[src/dcache_pkg.sv]
`default_nettype none

package dcache_pkg;

    localparam int addr_width      = 32;
    localparam int line_bytes      = 8;
    localparam int line_width      = line_bytes * 8;
    localparam int offset_bits     = 3;
    localparam int n_lines         = 16;
    localparam int index_bits      = 4;
    localparam int tag_bits        = addr_width - index_bits - offset_bits;
    localparam int n_victim        = 4;
    localparam int victim_idx_bits = 2;
    localparam int mem_tag_bits    = 4;     // zero tag means no response
    localparam int line_addr_bits  = addr_width - offset_bits;

    // one cache line, seen as bytes, halves or words
    typedef union packed {
        logic [line_bytes-1:0][7:0]    bytes;
        logic [line_bytes/2-1:0][15:0] halves;
        logic [line_bytes/4-1:0][31:0] words;
    } line_t;

    typedef enum logic [0:0] {
        op_load  = 1'b0,
        op_store = 1'b1
    } mem_op_e;

    typedef enum logic [1:0] {
        size_byte = 2'd0,
        size_half = 2'd1,
        size_word = 2'd2
    } mem_size_e;

    // memory bus commands
    typedef enum logic [1:0] {
        bus_none  = 2'd0,
        bus_load  = 2'd1,
        bus_store = 2'd2
    } bus_cmd_e;

    typedef enum logic [2:0] {
        st_idle,
        st_write_back,
        st_fetch,
        st_fill_wait,
        st_complete
    } miss_state_e;

    typedef struct packed {
        logic                  valid;
        mem_op_e               op;
        mem_size_e             size;
        logic [addr_width-1:0] addr;
        logic [31:0]           store_data;
    } dcache_req_t;

    typedef struct packed {
        logic        valid;
        logic [31:0] load_data;
    } dcache_resp_t;

    typedef struct packed {
        mem_op_e                   op;
        mem_size_e                 size;
        logic [tag_bits-1:0]       line_tag;
        logic [index_bits-1:0]     index;
        logic [offset_bits-1:0]    offset;
        logic [line_addr_bits-1:0] victim_tag;  // full line address
        logic [line_bytes-1:0]     byte_mask;
        logic [line_width-1:0]     lane_data;
    } decoded_req_t;

    typedef struct packed {
        bus_cmd_e              command;
        logic [addr_width-1:0] addr;        // line aligned
        line_t                 data;
    } mem_req_t;

endpackage

`default_nettype wire

[src/request_decode.sv]
`timescale 1ns/1ps
`default_nettype none

module request_decode (
    input  dcache_pkg::dcache_req_t  req,
    output dcache_pkg::decoded_req_t dec
);
    import dcache_pkg::*;

    logic [offset_bits-1:0] offset;

    assign offset = req.addr[offset_bits-1:0];

    always_comb begin
        dec.op         = req.op;
        dec.size       = req.size;
        dec.line_tag   = req.addr[addr_width-1 -: tag_bits];
        dec.index      = req.addr[offset_bits +: index_bits];
        dec.offset     = offset;
        dec.victim_tag = req.addr[addr_width-1:offset_bits];

        // store data is copied to every lane, the mask picks the live bytes
        case (req.size)
            size_byte: begin
                dec.byte_mask = line_bytes'(1) << offset;
                dec.lane_data = {(line_bytes){req.store_data[7:0]}};
            end
            size_half: begin
                dec.byte_mask = line_bytes'(3) << {offset[2:1], 1'b0};
                dec.lane_data = {(line_bytes/2){req.store_data[15:0]}};
            end
            default: begin                                  // word
                dec.byte_mask = line_bytes'(15) << {offset[2], 2'b00};
                dec.lane_data = {(line_bytes/4){req.store_data}};
            end
        endcase
    end

endmodule

`default_nettype wire

[src/line_store.sv]
`timescale 1ns/1ps
`default_nettype none

module line_store (
    input  logic                                   clock,
    input  logic                                   reset,
    input  dcache_pkg::decoded_req_t               dec,
    input  logic                                   accept,
    input  logic                                   fill_valid,
    input  dcache_pkg::line_t                      fill_line,
    output logic                                   main_hit,
    output logic                                   victim_hit,
    output dcache_pkg::line_t                      hit_line,
    output logic                                   main_victim_valid,
    output dcache_pkg::line_t                      lru_line,
    output logic [dcache_pkg::addr_width-1:0]      lru_addr,
    output logic                                   lru_valid,
    output logic                                   lru_dirty
);
    import dcache_pkg::*;

    // direct-mapped main cache
    logic [n_lines-1:0]        main_valid;
    logic [n_lines-1:0]        main_dirty;
    logic [tag_bits-1:0]       main_tag  [n_lines];
    line_t                     main_data [n_lines];

    // fully associative victim cache
    logic [n_victim-1:0]        vic_valid;
    logic [n_victim-1:0]        vic_dirty;
    logic [line_addr_bits-1:0]  vic_tag  [n_victim];
    line_t                      vic_data [n_victim];
    logic [victim_idx_bits-1:0] vic_rank [n_victim];   // higher is more recent

    logic [victim_idx_bits-1:0] hit_idx;
    logic [victim_idx_bits-1:0] lru_idx;
    decoded_req_t               pend;                  // request that missed

    function automatic line_t merge(line_t old, decoded_req_t d);
        line_t res;
        res = old;
        for (int b = 0; b < line_bytes; b++) begin
            if (d.byte_mask[b])
                res.bytes[b] = d.lane_data[8*b +: 8];
        end
        return res;
    endfunction

    assign main_hit          = main_valid[dec.index] && (main_tag[dec.index] == dec.line_tag);
    assign main_victim_valid = main_valid[dec.index];

    always_comb begin
        victim_hit = 1'b0;
        hit_idx    = '0;
        for (int i = 0; i < n_victim; i++) begin
            if (vic_valid[i] && (vic_tag[i] == dec.victim_tag)) begin
                victim_hit = 1'b1;
                hit_idx    = victim_idx_bits'(i);
            end
        end
    end

    assign hit_line = main_hit ? main_data[dec.index] : vic_data[hit_idx];

    // the lowest free slot wins over the lowest rank
    always_comb begin
        logic [victim_idx_bits-1:0] min_rank;
        min_rank = '1;
        lru_idx  = '0;
        for (int i = 0; i < n_victim; i++) begin
            if (vic_rank[i] < min_rank) begin
                min_rank = vic_rank[i];
                lru_idx  = victim_idx_bits'(i);
            end
        end
        for (int i = n_victim - 1; i >= 0; i--) begin
            if (!vic_valid[i])
                lru_idx = victim_idx_bits'(i);
        end
    end

    assign lru_line  = vic_data[lru_idx];
    assign lru_addr  = {vic_tag[lru_idx], {offset_bits{1'b0}}};
    assign lru_valid = vic_valid[lru_idx];
    assign lru_dirty = vic_dirty[lru_idx];

    always_ff @(posedge clock) begin
        if (reset) begin
            main_valid <= '0;
            main_dirty <= '0;
            vic_valid  <= '0;
            vic_dirty  <= '0;
            for (int i = 0; i < n_victim; i++)
                vic_rank[i] <= '0;
        end else if (fill_valid) begin
            main_valid[pend.index] <= 1'b1;
            main_dirty[pend.index] <= (pend.op == op_store);
            if (main_valid[pend.index]) begin              // old line drops to victim cache
                vic_valid[lru_idx] <= 1'b1;
                vic_dirty[lru_idx] <= main_dirty[pend.index];
                vic_rank[lru_idx]  <= '0;
            end
        end else if (accept) begin
            if (main_hit) begin
                if (dec.op == op_store)
                    main_dirty[dec.index] <= 1'b1;
            end else if (victim_hit) begin
                for (int i = 0; i < n_victim; i++) begin
                    if (victim_idx_bits'(i) == hit_idx)
                        vic_rank[i] <= '1;
                    else if (vic_rank[i] != '0)
                        vic_rank[i] <= vic_rank[i] - victim_idx_bits'(1);
                end
                if (dec.op == op_store)
                    vic_dirty[hit_idx] <= 1'b1;
            end
        end
    end

    // tags and line data
    always_ff @(posedge clock) begin
        if (accept)
            pend <= dec;
        if (fill_valid) begin
            main_tag[pend.index]  <= pend.line_tag;
            main_data[pend.index] <= (pend.op == op_store) ? merge(fill_line, pend) : fill_line;
            if (main_valid[pend.index]) begin
                vic_tag[lru_idx]  <= {main_tag[pend.index], pend.index};
                vic_data[lru_idx] <= main_data[pend.index];
            end
        end else if (accept && dec.op == op_store) begin
            if (main_hit)
                main_data[dec.index] <= merge(main_data[dec.index], dec);
            else if (victim_hit)
                vic_data[hit_idx] <= merge(vic_data[hit_idx], dec);
        end
    end

endmodule

`default_nettype wire

[src/miss_handler.sv]
`timescale 1ns/1ps
`default_nettype none

module miss_handler (
    input  logic                                  clock,
    input  logic                                  reset,
    input  logic                                  req_valid,
    input  dcache_pkg::decoded_req_t              dec,
    input  logic                                  main_hit,
    input  logic                                  victim_hit,
    input  logic                                  main_victim_valid,
    input  logic                                  lru_valid,
    input  logic                                  lru_dirty,
    input  logic [dcache_pkg::addr_width-1:0]     lru_addr,
    input  dcache_pkg::line_t                     lru_line,
    output dcache_pkg::mem_req_t                  mem_req,
    input  logic [dcache_pkg::mem_tag_bits-1:0]   mem_response,
    input  logic [dcache_pkg::mem_tag_bits-1:0]   mem_tag,
    input  dcache_pkg::line_t                     mem_data,
    output logic                                  ready,
    output logic                                  accept,
    output logic                                  fill_valid,
    output dcache_pkg::line_t                     fill_line,
    output logic                                  miss_done
);
    import dcache_pkg::*;

    miss_state_e             state;
    miss_state_e             next_state;
    logic [addr_width-1:0]   miss_addr;     // line address of the missing request
    logic [mem_tag_bits-1:0] tag_q;         // tag memory gave the line load
    line_t                   fill_q;
    logic                    mem_accepted;
    logic                    tag_match;

    assign ready        = (state == st_idle);
    assign accept       = req_valid && ready;
    assign mem_accepted = (mem_response != '0);
    assign tag_match    = (state == st_fill_wait) && (mem_tag == tag_q);

    assign fill_valid = tag_match;
    assign fill_line  = (state == st_fill_wait) ? mem_data : fill_q;  // held for the response
    assign miss_done  = (state == st_complete);

    always_comb begin
        next_state = state;
        case (state)
            st_idle: begin
                if (accept && !(main_hit || victim_hit)) begin
                    // a dirty victim is lost only if the main line moves into a full victim cache
                    if (main_victim_valid && lru_valid && lru_dirty)
                        next_state = st_write_back;
                    else
                        next_state = st_fetch;
                end
            end
            st_write_back: if (mem_accepted) next_state = st_fetch;
            st_fetch:      if (mem_accepted) next_state = st_fill_wait;
            st_fill_wait:  if (tag_match) next_state = st_complete;
            st_complete:   next_state = st_idle;
            default:       next_state = st_idle;
        endcase
    end

    // command stays steady until memory accepts it
    always_comb begin
        mem_req.command = bus_none;
        mem_req.addr    = '0;
        mem_req.data    = '0;
        case (state)
            st_write_back: begin
                mem_req.command = bus_store;
                mem_req.addr    = lru_addr;
                mem_req.data    = lru_line;
            end
            st_fetch: begin
                mem_req.command = bus_load;
                mem_req.addr    = miss_addr;
            end
            default: ;
        endcase
    end

    always_ff @(posedge clock) begin
        if (reset)
            state <= st_idle;
        else
            state <= next_state;
    end

    always_ff @(posedge clock) begin
        if (accept)
            miss_addr <= {dec.victim_tag, {offset_bits{1'b0}}};
        if (state == st_fetch && mem_accepted)
            tag_q <= mem_response;
        if (tag_match)
            fill_q <= mem_data;
    end

endmodule

`default_nettype wire

[src/load_align.sv]
`timescale 1ns/1ps
`default_nettype none

module load_align (
    input  logic                      clock,
    input  logic                      reset,
    input  dcache_pkg::line_t         hit_line,
    input  dcache_pkg::line_t         fill_line,
    input  logic                      accept,
    input  logic                      hit,
    input  logic                      miss_done,
    input  dcache_pkg::decoded_req_t  dec,
    output dcache_pkg::dcache_resp_t  resp
);
    import dcache_pkg::*;

    logic                   pend_hit;   // a hit was accepted last cycle
    logic [offset_bits-1:0] pend_offset;
    mem_size_e              pend_size;
    mem_op_e                pend_op;
    line_t                  line_q;
    line_t                  src;
    logic [31:0]            sel;

    always_ff @(posedge clock) begin
        if (reset)
            pend_hit <= 1'b0;
        else
            pend_hit <= accept && hit;
    end

    always_ff @(posedge clock) begin
        if (accept) begin
            pend_offset <= dec.offset;
            pend_size   <= dec.size;
            pend_op     <= dec.op;
            line_q      <= hit_line;
        end
    end

    assign src = pend_hit ? line_q : fill_line;

    always_comb begin
        case (pend_size)
            size_byte: sel = {24'b0, src.bytes[pend_offset]};
            size_half: sel = {16'b0, src.halves[pend_offset[2:1]]};
            default:   sel = src.words[pend_offset[2]];
        endcase
    end

    always_ff @(posedge clock) begin
        if (reset) begin
            resp <= '0;
        end else begin
            resp.valid     <= pend_hit || miss_done;
            resp.load_data <= (pend_op == op_load) ? sel : 32'b0;   // stores answer zero
        end
    end

endmodule

`default_nettype wire

[src/dcache.sv]
`timescale 1ns/1ps
`default_nettype none

module dcache (
    input  logic                                 clock,
    input  logic                                 reset,
    input  dcache_pkg::dcache_req_t              req,
    output logic                                 ready,
    output dcache_pkg::dcache_resp_t             resp,
    output dcache_pkg::mem_req_t                 mem_req,
    input  logic [dcache_pkg::mem_tag_bits-1:0]  mem_response,
    input  logic [dcache_pkg::mem_tag_bits-1:0]  mem_tag,
    input  dcache_pkg::line_t                    mem_data
);
    import dcache_pkg::*;

    decoded_req_t          dec;
    logic                  accept;
    logic                  main_hit;
    logic                  victim_hit;
    line_t                 hit_line;
    logic                  main_victim_valid;
    line_t                 lru_line;
    logic [addr_width-1:0] lru_addr;
    logic                  lru_valid;
    logic                  lru_dirty;
    logic                  fill_valid;
    line_t                 fill_line;
    logic                  miss_done;

    request_decode request_decode_inst (
        .req (req),
        .dec (dec)
    );

    line_store line_store_inst (
        .clock             (clock),
        .reset             (reset),
        .dec               (dec),
        .accept            (accept),
        .fill_valid        (fill_valid),
        .fill_line         (fill_line),
        .main_hit          (main_hit),
        .victim_hit        (victim_hit),
        .hit_line          (hit_line),
        .main_victim_valid (main_victim_valid),
        .lru_line          (lru_line),
        .lru_addr          (lru_addr),
        .lru_valid         (lru_valid),
        .lru_dirty         (lru_dirty)
    );

    miss_handler miss_handler_inst (
        .clock             (clock),
        .reset             (reset),
        .req_valid         (req.valid),
        .dec               (dec),
        .main_hit          (main_hit),
        .victim_hit        (victim_hit),
        .main_victim_valid (main_victim_valid),
        .lru_valid         (lru_valid),
        .lru_dirty         (lru_dirty),
        .lru_addr          (lru_addr),
        .lru_line          (lru_line),
        .mem_req           (mem_req),
        .mem_response      (mem_response),
        .mem_tag           (mem_tag),
        .mem_data          (mem_data),
        .ready             (ready),
        .accept            (accept),
        .fill_valid        (fill_valid),
        .fill_line         (fill_line),
        .miss_done         (miss_done)
    );

    load_align load_align_inst (
        .clock     (clock),
        .reset     (reset),
        .hit_line  (hit_line),
        .fill_line (fill_line),
        .accept    (accept),
        .hit       (main_hit | victim_hit),
        .miss_done (miss_done),
        .dec       (dec),
        .resp      (resp)
    );

endmodule

`default_nettype wire

[config.mk]
export PLATFORM = sky130hd
export DESIGN_NAME = dcache
export DESIGN_NICKNAME = d
export VERILOG_FILES = /design/src/dcache_pkg.sv /design/src/request_decode.sv /design/src/line_store.sv /design/src/miss_handler.sv /design/src/load_align.sv /design/src/dcache.sv
export SDC_FILE = /design/constraint.sdc
export NUM_CORES = 2
export LEC_CHECK = 0
export BUFFER_PORTS_ARGS = -buffer_cell sky130_fd_sc_hd__buf_2
export CORE_UTILIZATION = 45
export CTS_BUF_LIST = sky130_fd_sc_hd__clkbuf_4 sky130_fd_sc_hd__clkbuf_8
export CTS_CLUSTER_DIAMETER = 120
export DETAILED_ROUTE_END_ITERATION = 7
export PLACE_DENSITY = 0.72
export SYNTH_ARGS = -nofsm -noshare
export SYNTH_HDL_FRONTEND = slang
export SYNTH_SLANG_ARGS = --single-unit
[constraint.sdc]
create_clock -name clock -period 19.76 [get_ports clock]
set_input_delay 1.976 -clock clock [delete_from_list [all_inputs] [get_ports clock]]
set_output_delay 1.976 -clock clock [all_outputs]
set_load 0.01 [all_outputs]
Word level (Yosys, flattened, before mapping)
Memory sizes are Yosys's and may differ from the RTL's. A register that Yosys moved wholly into a read port is not among the register bits.
Cells that the tools add are included.
{ "word_totals": {"out_inout_bits": 132, "romBits": 0, "latch_bits": 0, "ramBits": 1804, "inputBits": 142, "elab_cells": 373, "memories": 5, "register_bits": 345} }
{ "classes": {"muxes": 252, "order_cmp": 15, "div_mod_pow": 0, "shift": 3, "n_bitwise": 13, "reduce_logical": 41, "addsub": 4, "eq_ne": 21, "mul": 0} }
{ "mem_list": {"columns": ["name", "depth", "word_bits", "rd", "rd_clocked_by_memory_dff", "write_ports", "line_no", "rtl"], "rows": [
  ["line_store_inst.main_data", 16, 64, 2, 1, 1, "line_store.sv:26", "line_t main_data [n_lines];"],
  ["line_store_inst.main_tag", 16, 25, 2, 1, 1, "line_store.sv:25", "logic [tag_bits-1:0] main_tag [n_lines];"],
  ["line_store_inst.vic_data", 4, 64, 2, 0, 1, "line_store.sv:32", "line_t vic_data [n_victim];"],
  ["line_store_inst.vic_tag", 4, 29, 5, 0, 1, "line_store.sv:31", "logic [line_addr_bits-1:0] vic_tag [n_victim];"],
  ["line_store_inst.vic_rank", 4, 2, 4, 0, 4, "line_store.sv:33", "logic [victim_idx_bits-1:0] vic_rank [n_victim];"]
]} }
{ "op_table": {"columns": ["cell", "count"], "rows": [
  ["$mux W8", 89],
  ["$mux W64", 7],
  ["$pmux W72 S2", 1],
  ["$reduce_or A64 Y1", 2],
  ["$eq A29 B29 Y1", 4],
  ["$mux W1", 96],
  ["$mux W16", 5],
  ["$pmux W34 S2", 1],
  ["$mux W32", 2],
  ["$pmux W32 S2", 1],
  ["$mux W2", 23],
  ["$mux W4", 9],
  ["$bmux W16 S2", 1],
  ["$or A16 B16 Y16", 2],
  ["$eq A25 B25 Y1", 1],
  ["$bmux W8 S3", 1],
  ["$logic_and A1 B1 Y1", 17],
  ["$bwmux W16", 1],
  ["$reduce_bool A2 Y1", 8],
  ["$bmux W1 S4", 3],
  ["$mux W3", 4],
  ["$pmux W3 S4", 1],
  ["$lt A4 B5 Y1 const B", 2],
  ["$lt A2 B3 Y1 const B", 3],
  ["other kinds (35)", 65]
]} }

Longest topological paths before layout
An unclocked memory read counts as a cell.
{ "depth": {"ltp_word": 20, "ltp_mapped": 17, "ltp_nobuf": 15} }

Modules after synthesis
Synthesis repeated with hierarchy kept, for this count alone.
{ "unflattened": {"hier_cells": 6128, "hier_area_um2": 103111.4} }
{ "modules_own_cells": {"columns": ["module", "n_inst", "area_each_um2", "seq_area_each_um2", "cells_each"], "rows": [
  ["line_store", 1, 92723.9, 58035.7, 5407],
  ["miss_handler", 1, 4913.5, 2972.9, 315],
  ["load_align", 1, 4199.0, 2782.7, 241],
  ["request_decode", 1, 1268.7, 0.0, 164],
  ["dcache", 1, 6.3, 0.0, 1]
]} }

Worst setup path before layout
Ideal clock, no wire load.
{ "synth_path": {"kind": "input -> register", "startpoint": "input port req[67] (netlist bit)", "endpoint": "memory line_store_inst.main_data[12][0] (netlist bit) (enable)", "setup_time_ns": 0.661, "arrival_ns": 13.808, "path_stages": 7, "path_slack_ns": 5.291, "t_required_ns": 19.099, "n_path_buf": 3, "path_cell_list": "and2_1 clkbuf_1 nand2_1 or3_4 buf_6 buf_2 o41ai_1"} }
{ "synth_between": {"elab_chain_len": 7, "word_cells_on_any_way": 8, "classes_between": "5 x mux; 3 x reduce/logical"} }
{ "synth_lines": {"columns": ["element", "line_no", "rtl"], "rows": [
  ["from (decl)", "dcache.sv:7", "input dcache_pkg::dcache_req_t req,"],
  ["$logic_and A1 B1 Y1 (*)", "miss_handler.sv:37", "assign accept = req_valid && ready;"],
  ["named net accept", "dcache.sv:18", "logic accept;"],
  ["$logic_and A1 B1 Y1 (*)", "line_store.sv:131", "end else if (accept && dec.op == op_store) begin"],
  ["$mux W1 (*)", "line_store.sv:131", null],
  ["$mux W1 (*)", "line_store.sv:124", "if (fill_valid) begin"],
  ["$mux W1 (implied by the code) (*)", "line_store.sv:133", "main_data[dec.index] <= merge(main_data[dec.index], dec);"],
  ["$reduce_or A64 Y1 (no source line)", null, null],
  ["$mux W4 (no source line) / $mux W1 (equally long branches)", null, null],
  ["to (decl)", "line_store.sv:26", null]
]} }
The timed path passes the listed nets; every way through them passes the cells marked *.

==> impl_metrics.toml <==
[power]
ir_drop_mv = 0.0482
power_w = 0.00967
power.leakage_nw = 37.9
p_per_area_mw_per_mm2 = 87.0

[worst_setup_path]
crit_start = "line_store_inst.vic_rank[0][0]"
slowest_delay_ps = 1250
endpoint_kind = "primary output"
worst-path-max-fanout = 51
critical_path_arrival_ps = 6910
crit_required_ps = 17780
path_cells = "ha_1 -> or2_2 -> ha_1 -> or2_2 -> a22oi_1 -> o21ai_0 -> a31o_4 -> a21boi_4 -> buf_4 -> a211oi_1 -> a211oi_1 -> buf_2"
crit_type = "reg2out"
r2r_start = "line_store_inst.vic_rank[0][0]"
cpMaxStageDelayCell = "a211oi_1"
start_kind = "flop"

[synth]
avgSynthCellArea_um2 = 16.7
ys_ff_latch = 2092
syn-cell-area_mm2 = 0.100
synth.distinct_cells = 88
synth_edf_count = 2003
async_flop_share_pct = 0
netlist_instances = 6000
synthFlopType = "edfxtp_1"
yosysSeqAreaShare_pct = 61.9
synth_warnings = 0

[detailed_routing]
dr.pass1.iters = 8
drt_wl_total_mm = 318
wl_per_cell_um = 33.6
ant_nets = 0
remaining_drc_errors = 6
first_iter_violations = 9675
routed_via_density = 6.67
vias = 63300

[place]
gp_congestion = 0.950
numPortBuffers = 270
hpwl_mm = 204
post-place-cells = 8895

[grt]
grt_pass1_vias = 62092
grt_max_degree = 150
grt.overflow.total = 0
antenna_found_initial = 23
grt_pass1_wl_mm = 450
track_usage_pct = 28.2

[finish]
layout_common_cells = "edfxtp_1 (2003), mux4_2 (868), nor2_1 (417), mux2i_1 (398), clkbuf_8 (351)"
fin_nets = 6429
fin_cells = 9488
final_common_cell = "edfxtp_1"
area_growth_pct = 11.0
drive_above_1_share_pct = 29.2

[cts]
cts_tree = "done"
postCtsHoldBufs = 0
cts_resized = 0
clk_pin_slew_ps = 60
cts_sinks = 2092
clockRootBuffer = "clkbuf_8"
htreeDepth = 5
numCtsBuffers = 337
insertion_delay_ps = 1120
clk_path_buf_depth = 4
cts_setup_buffers = 0

[die]
num_rows = 172
dieWidth_um = 474
die-area_mm2 = 0.224
fp.coreArea_mm2 = 0.220
io_pins = 274
die_h_um = 474
start_util_pct = 45.4

[timing]
final.period_utilization_pct = 45.0
timing.setup.tns_ps = 0
fmax_ghz = 0.113
slew_violations = 2
worst_pin_slew_ps = 1520
hold_viol = 0
whs_ps = 492
timing.final.crit_period_ps = 8880
slew_headroom_pct = -2.14
finalSetupViolCount = 0
skew_ps = 124
rsz0062_at_grt = "no"

[job]
cap_viol_max_count = 1

[worst_hold_path]
hold_start = "line_store_inst.main_valid[9]"
hold_path_class = "reg2reg"

[run_status]
outcome = "finished with violations"
violations = "DRC, capacitance limit, slew limit"
kinds of logic (layout without fill, tap and decap cells):
logic type / after synthesis / after routing / synth area share (%)
AO/OA/AOI/OAI: 852 / 852 / 5.73
multiplexers: 1302 / 1302 / 23.9
flip-flops: 2092 / 2092 / 61.9
AND/OR/NAND/NOR: 1029 / 1029 / 4.72
XOR/XNOR: 147 / 147 / 1.29
adder cells (fa/ha/maj): 10 / 10 / 0.125
buffers and inverters: 567 / 1083 / 2.33
other: 1 / 15 / 0.00375
per-layer routing:
metal	routed length [um]	track usage, %
met1	112000	37.4
met2	139000	41.0
met3	50000	10.2
met4	17800	14.2
met5	81	0
area by class of cell:
| cell class | count | area [um^2] |
|---|---|---|
| well taps | 2958 | 3700 |
| clock inverters | 153 | 1020 |
| flip-flops and latches | 2092 | 61900 |
| multi-input cells | 3343 | 36200 |
| clock buffers | 427 | 5400 |
| fillers | 17641 | 109000 |
| repair buffers | 408 | 2500 |
| inverters | 95 | 364 |
| diodes | 12 | 30.0 |
sequential cells by signal (all words and copies together) (netlist names), 3 cells and up, named ones only:
signal                       cells
line_store_inst.main_data     1024
line_store_inst.main_dirty      16
line_store_inst.main_tag       400
line_store_inst.main_valid      16
line_store_inst.pend            69
line_store_inst.vic_data       256
line_store_inst.vic_dirty        4
line_store_inst.vic_rank         8
line_store_inst.vic_tag        116
line_store_inst.vic_valid        4
load_align_inst.line_q          64
load_align_inst.pend_offset      3
load_align_inst.resp            33
miss_handler_inst.fill_q        64
miss_handler_inst.state          3
miss_handler_inst.tag_q          4
synth_stat cells (all sizes together) (51+ instances only):
cell	number	area share, %
edfxtp	2003	60
mux4	868	20
nor2	421	1.6
mux2i	398	4.0
clkbuf	340	1.3
nand2	283	1.1
o21ai	251	1.3
a211oi	222	1.7
buf	132	0.69
a21oi	118	0.59
xnor2	118	1.0
inv	94	0.35
dfxtp	89	1.8
nor2b	81	0.51
a21o	77	0.58
nand4	51	0.32
power breakdown:
part | total (W) | switching (W) | internal, W
Combinational | 0.000979 | 0.000598 | 0.000380
Sequential | 0.00499 | 0.0000493 | 0.00494
Clock | 0.00370 | 0.00174 | 0.00196
Total | 0.00967 | 0.00239 | 0.00728
through the flow:
stage	setup WS (ps)	utilization, %	cell area, um^2
2_1_floorplan	5290	-	100000
5_1_grt	10720	50.4	111000
3_5_place_dp	11280	47.5	105000
3_3_place_gp	11310	47.5	105000
6_report	10880	50.4	111000
4_1_cts	11120	50.4	111000
worst paths after layout:
kind	endpoint	slack [ps]	depth (start not counted)
worst max-delay path	mem_req[56]	10880	12
worst min-delay path	line_store_inst.main_valid[9]	490	1
worst max register to register	line_store_inst.vic_data[3][19]	12880	14
worst min register to register	line_store_inst.main_valid[9]	490	1
critical path, delay by kind of cell, from the launching register on:
kind,cells,cell delay (ps)
and+or+nand+nor,2,590
DFF,1,370
buffers and inverters,2,1080
AOI/OAI and AO/OA,6,3240
adders and majority gates,2,530
(Power assumes the default switching activity.)
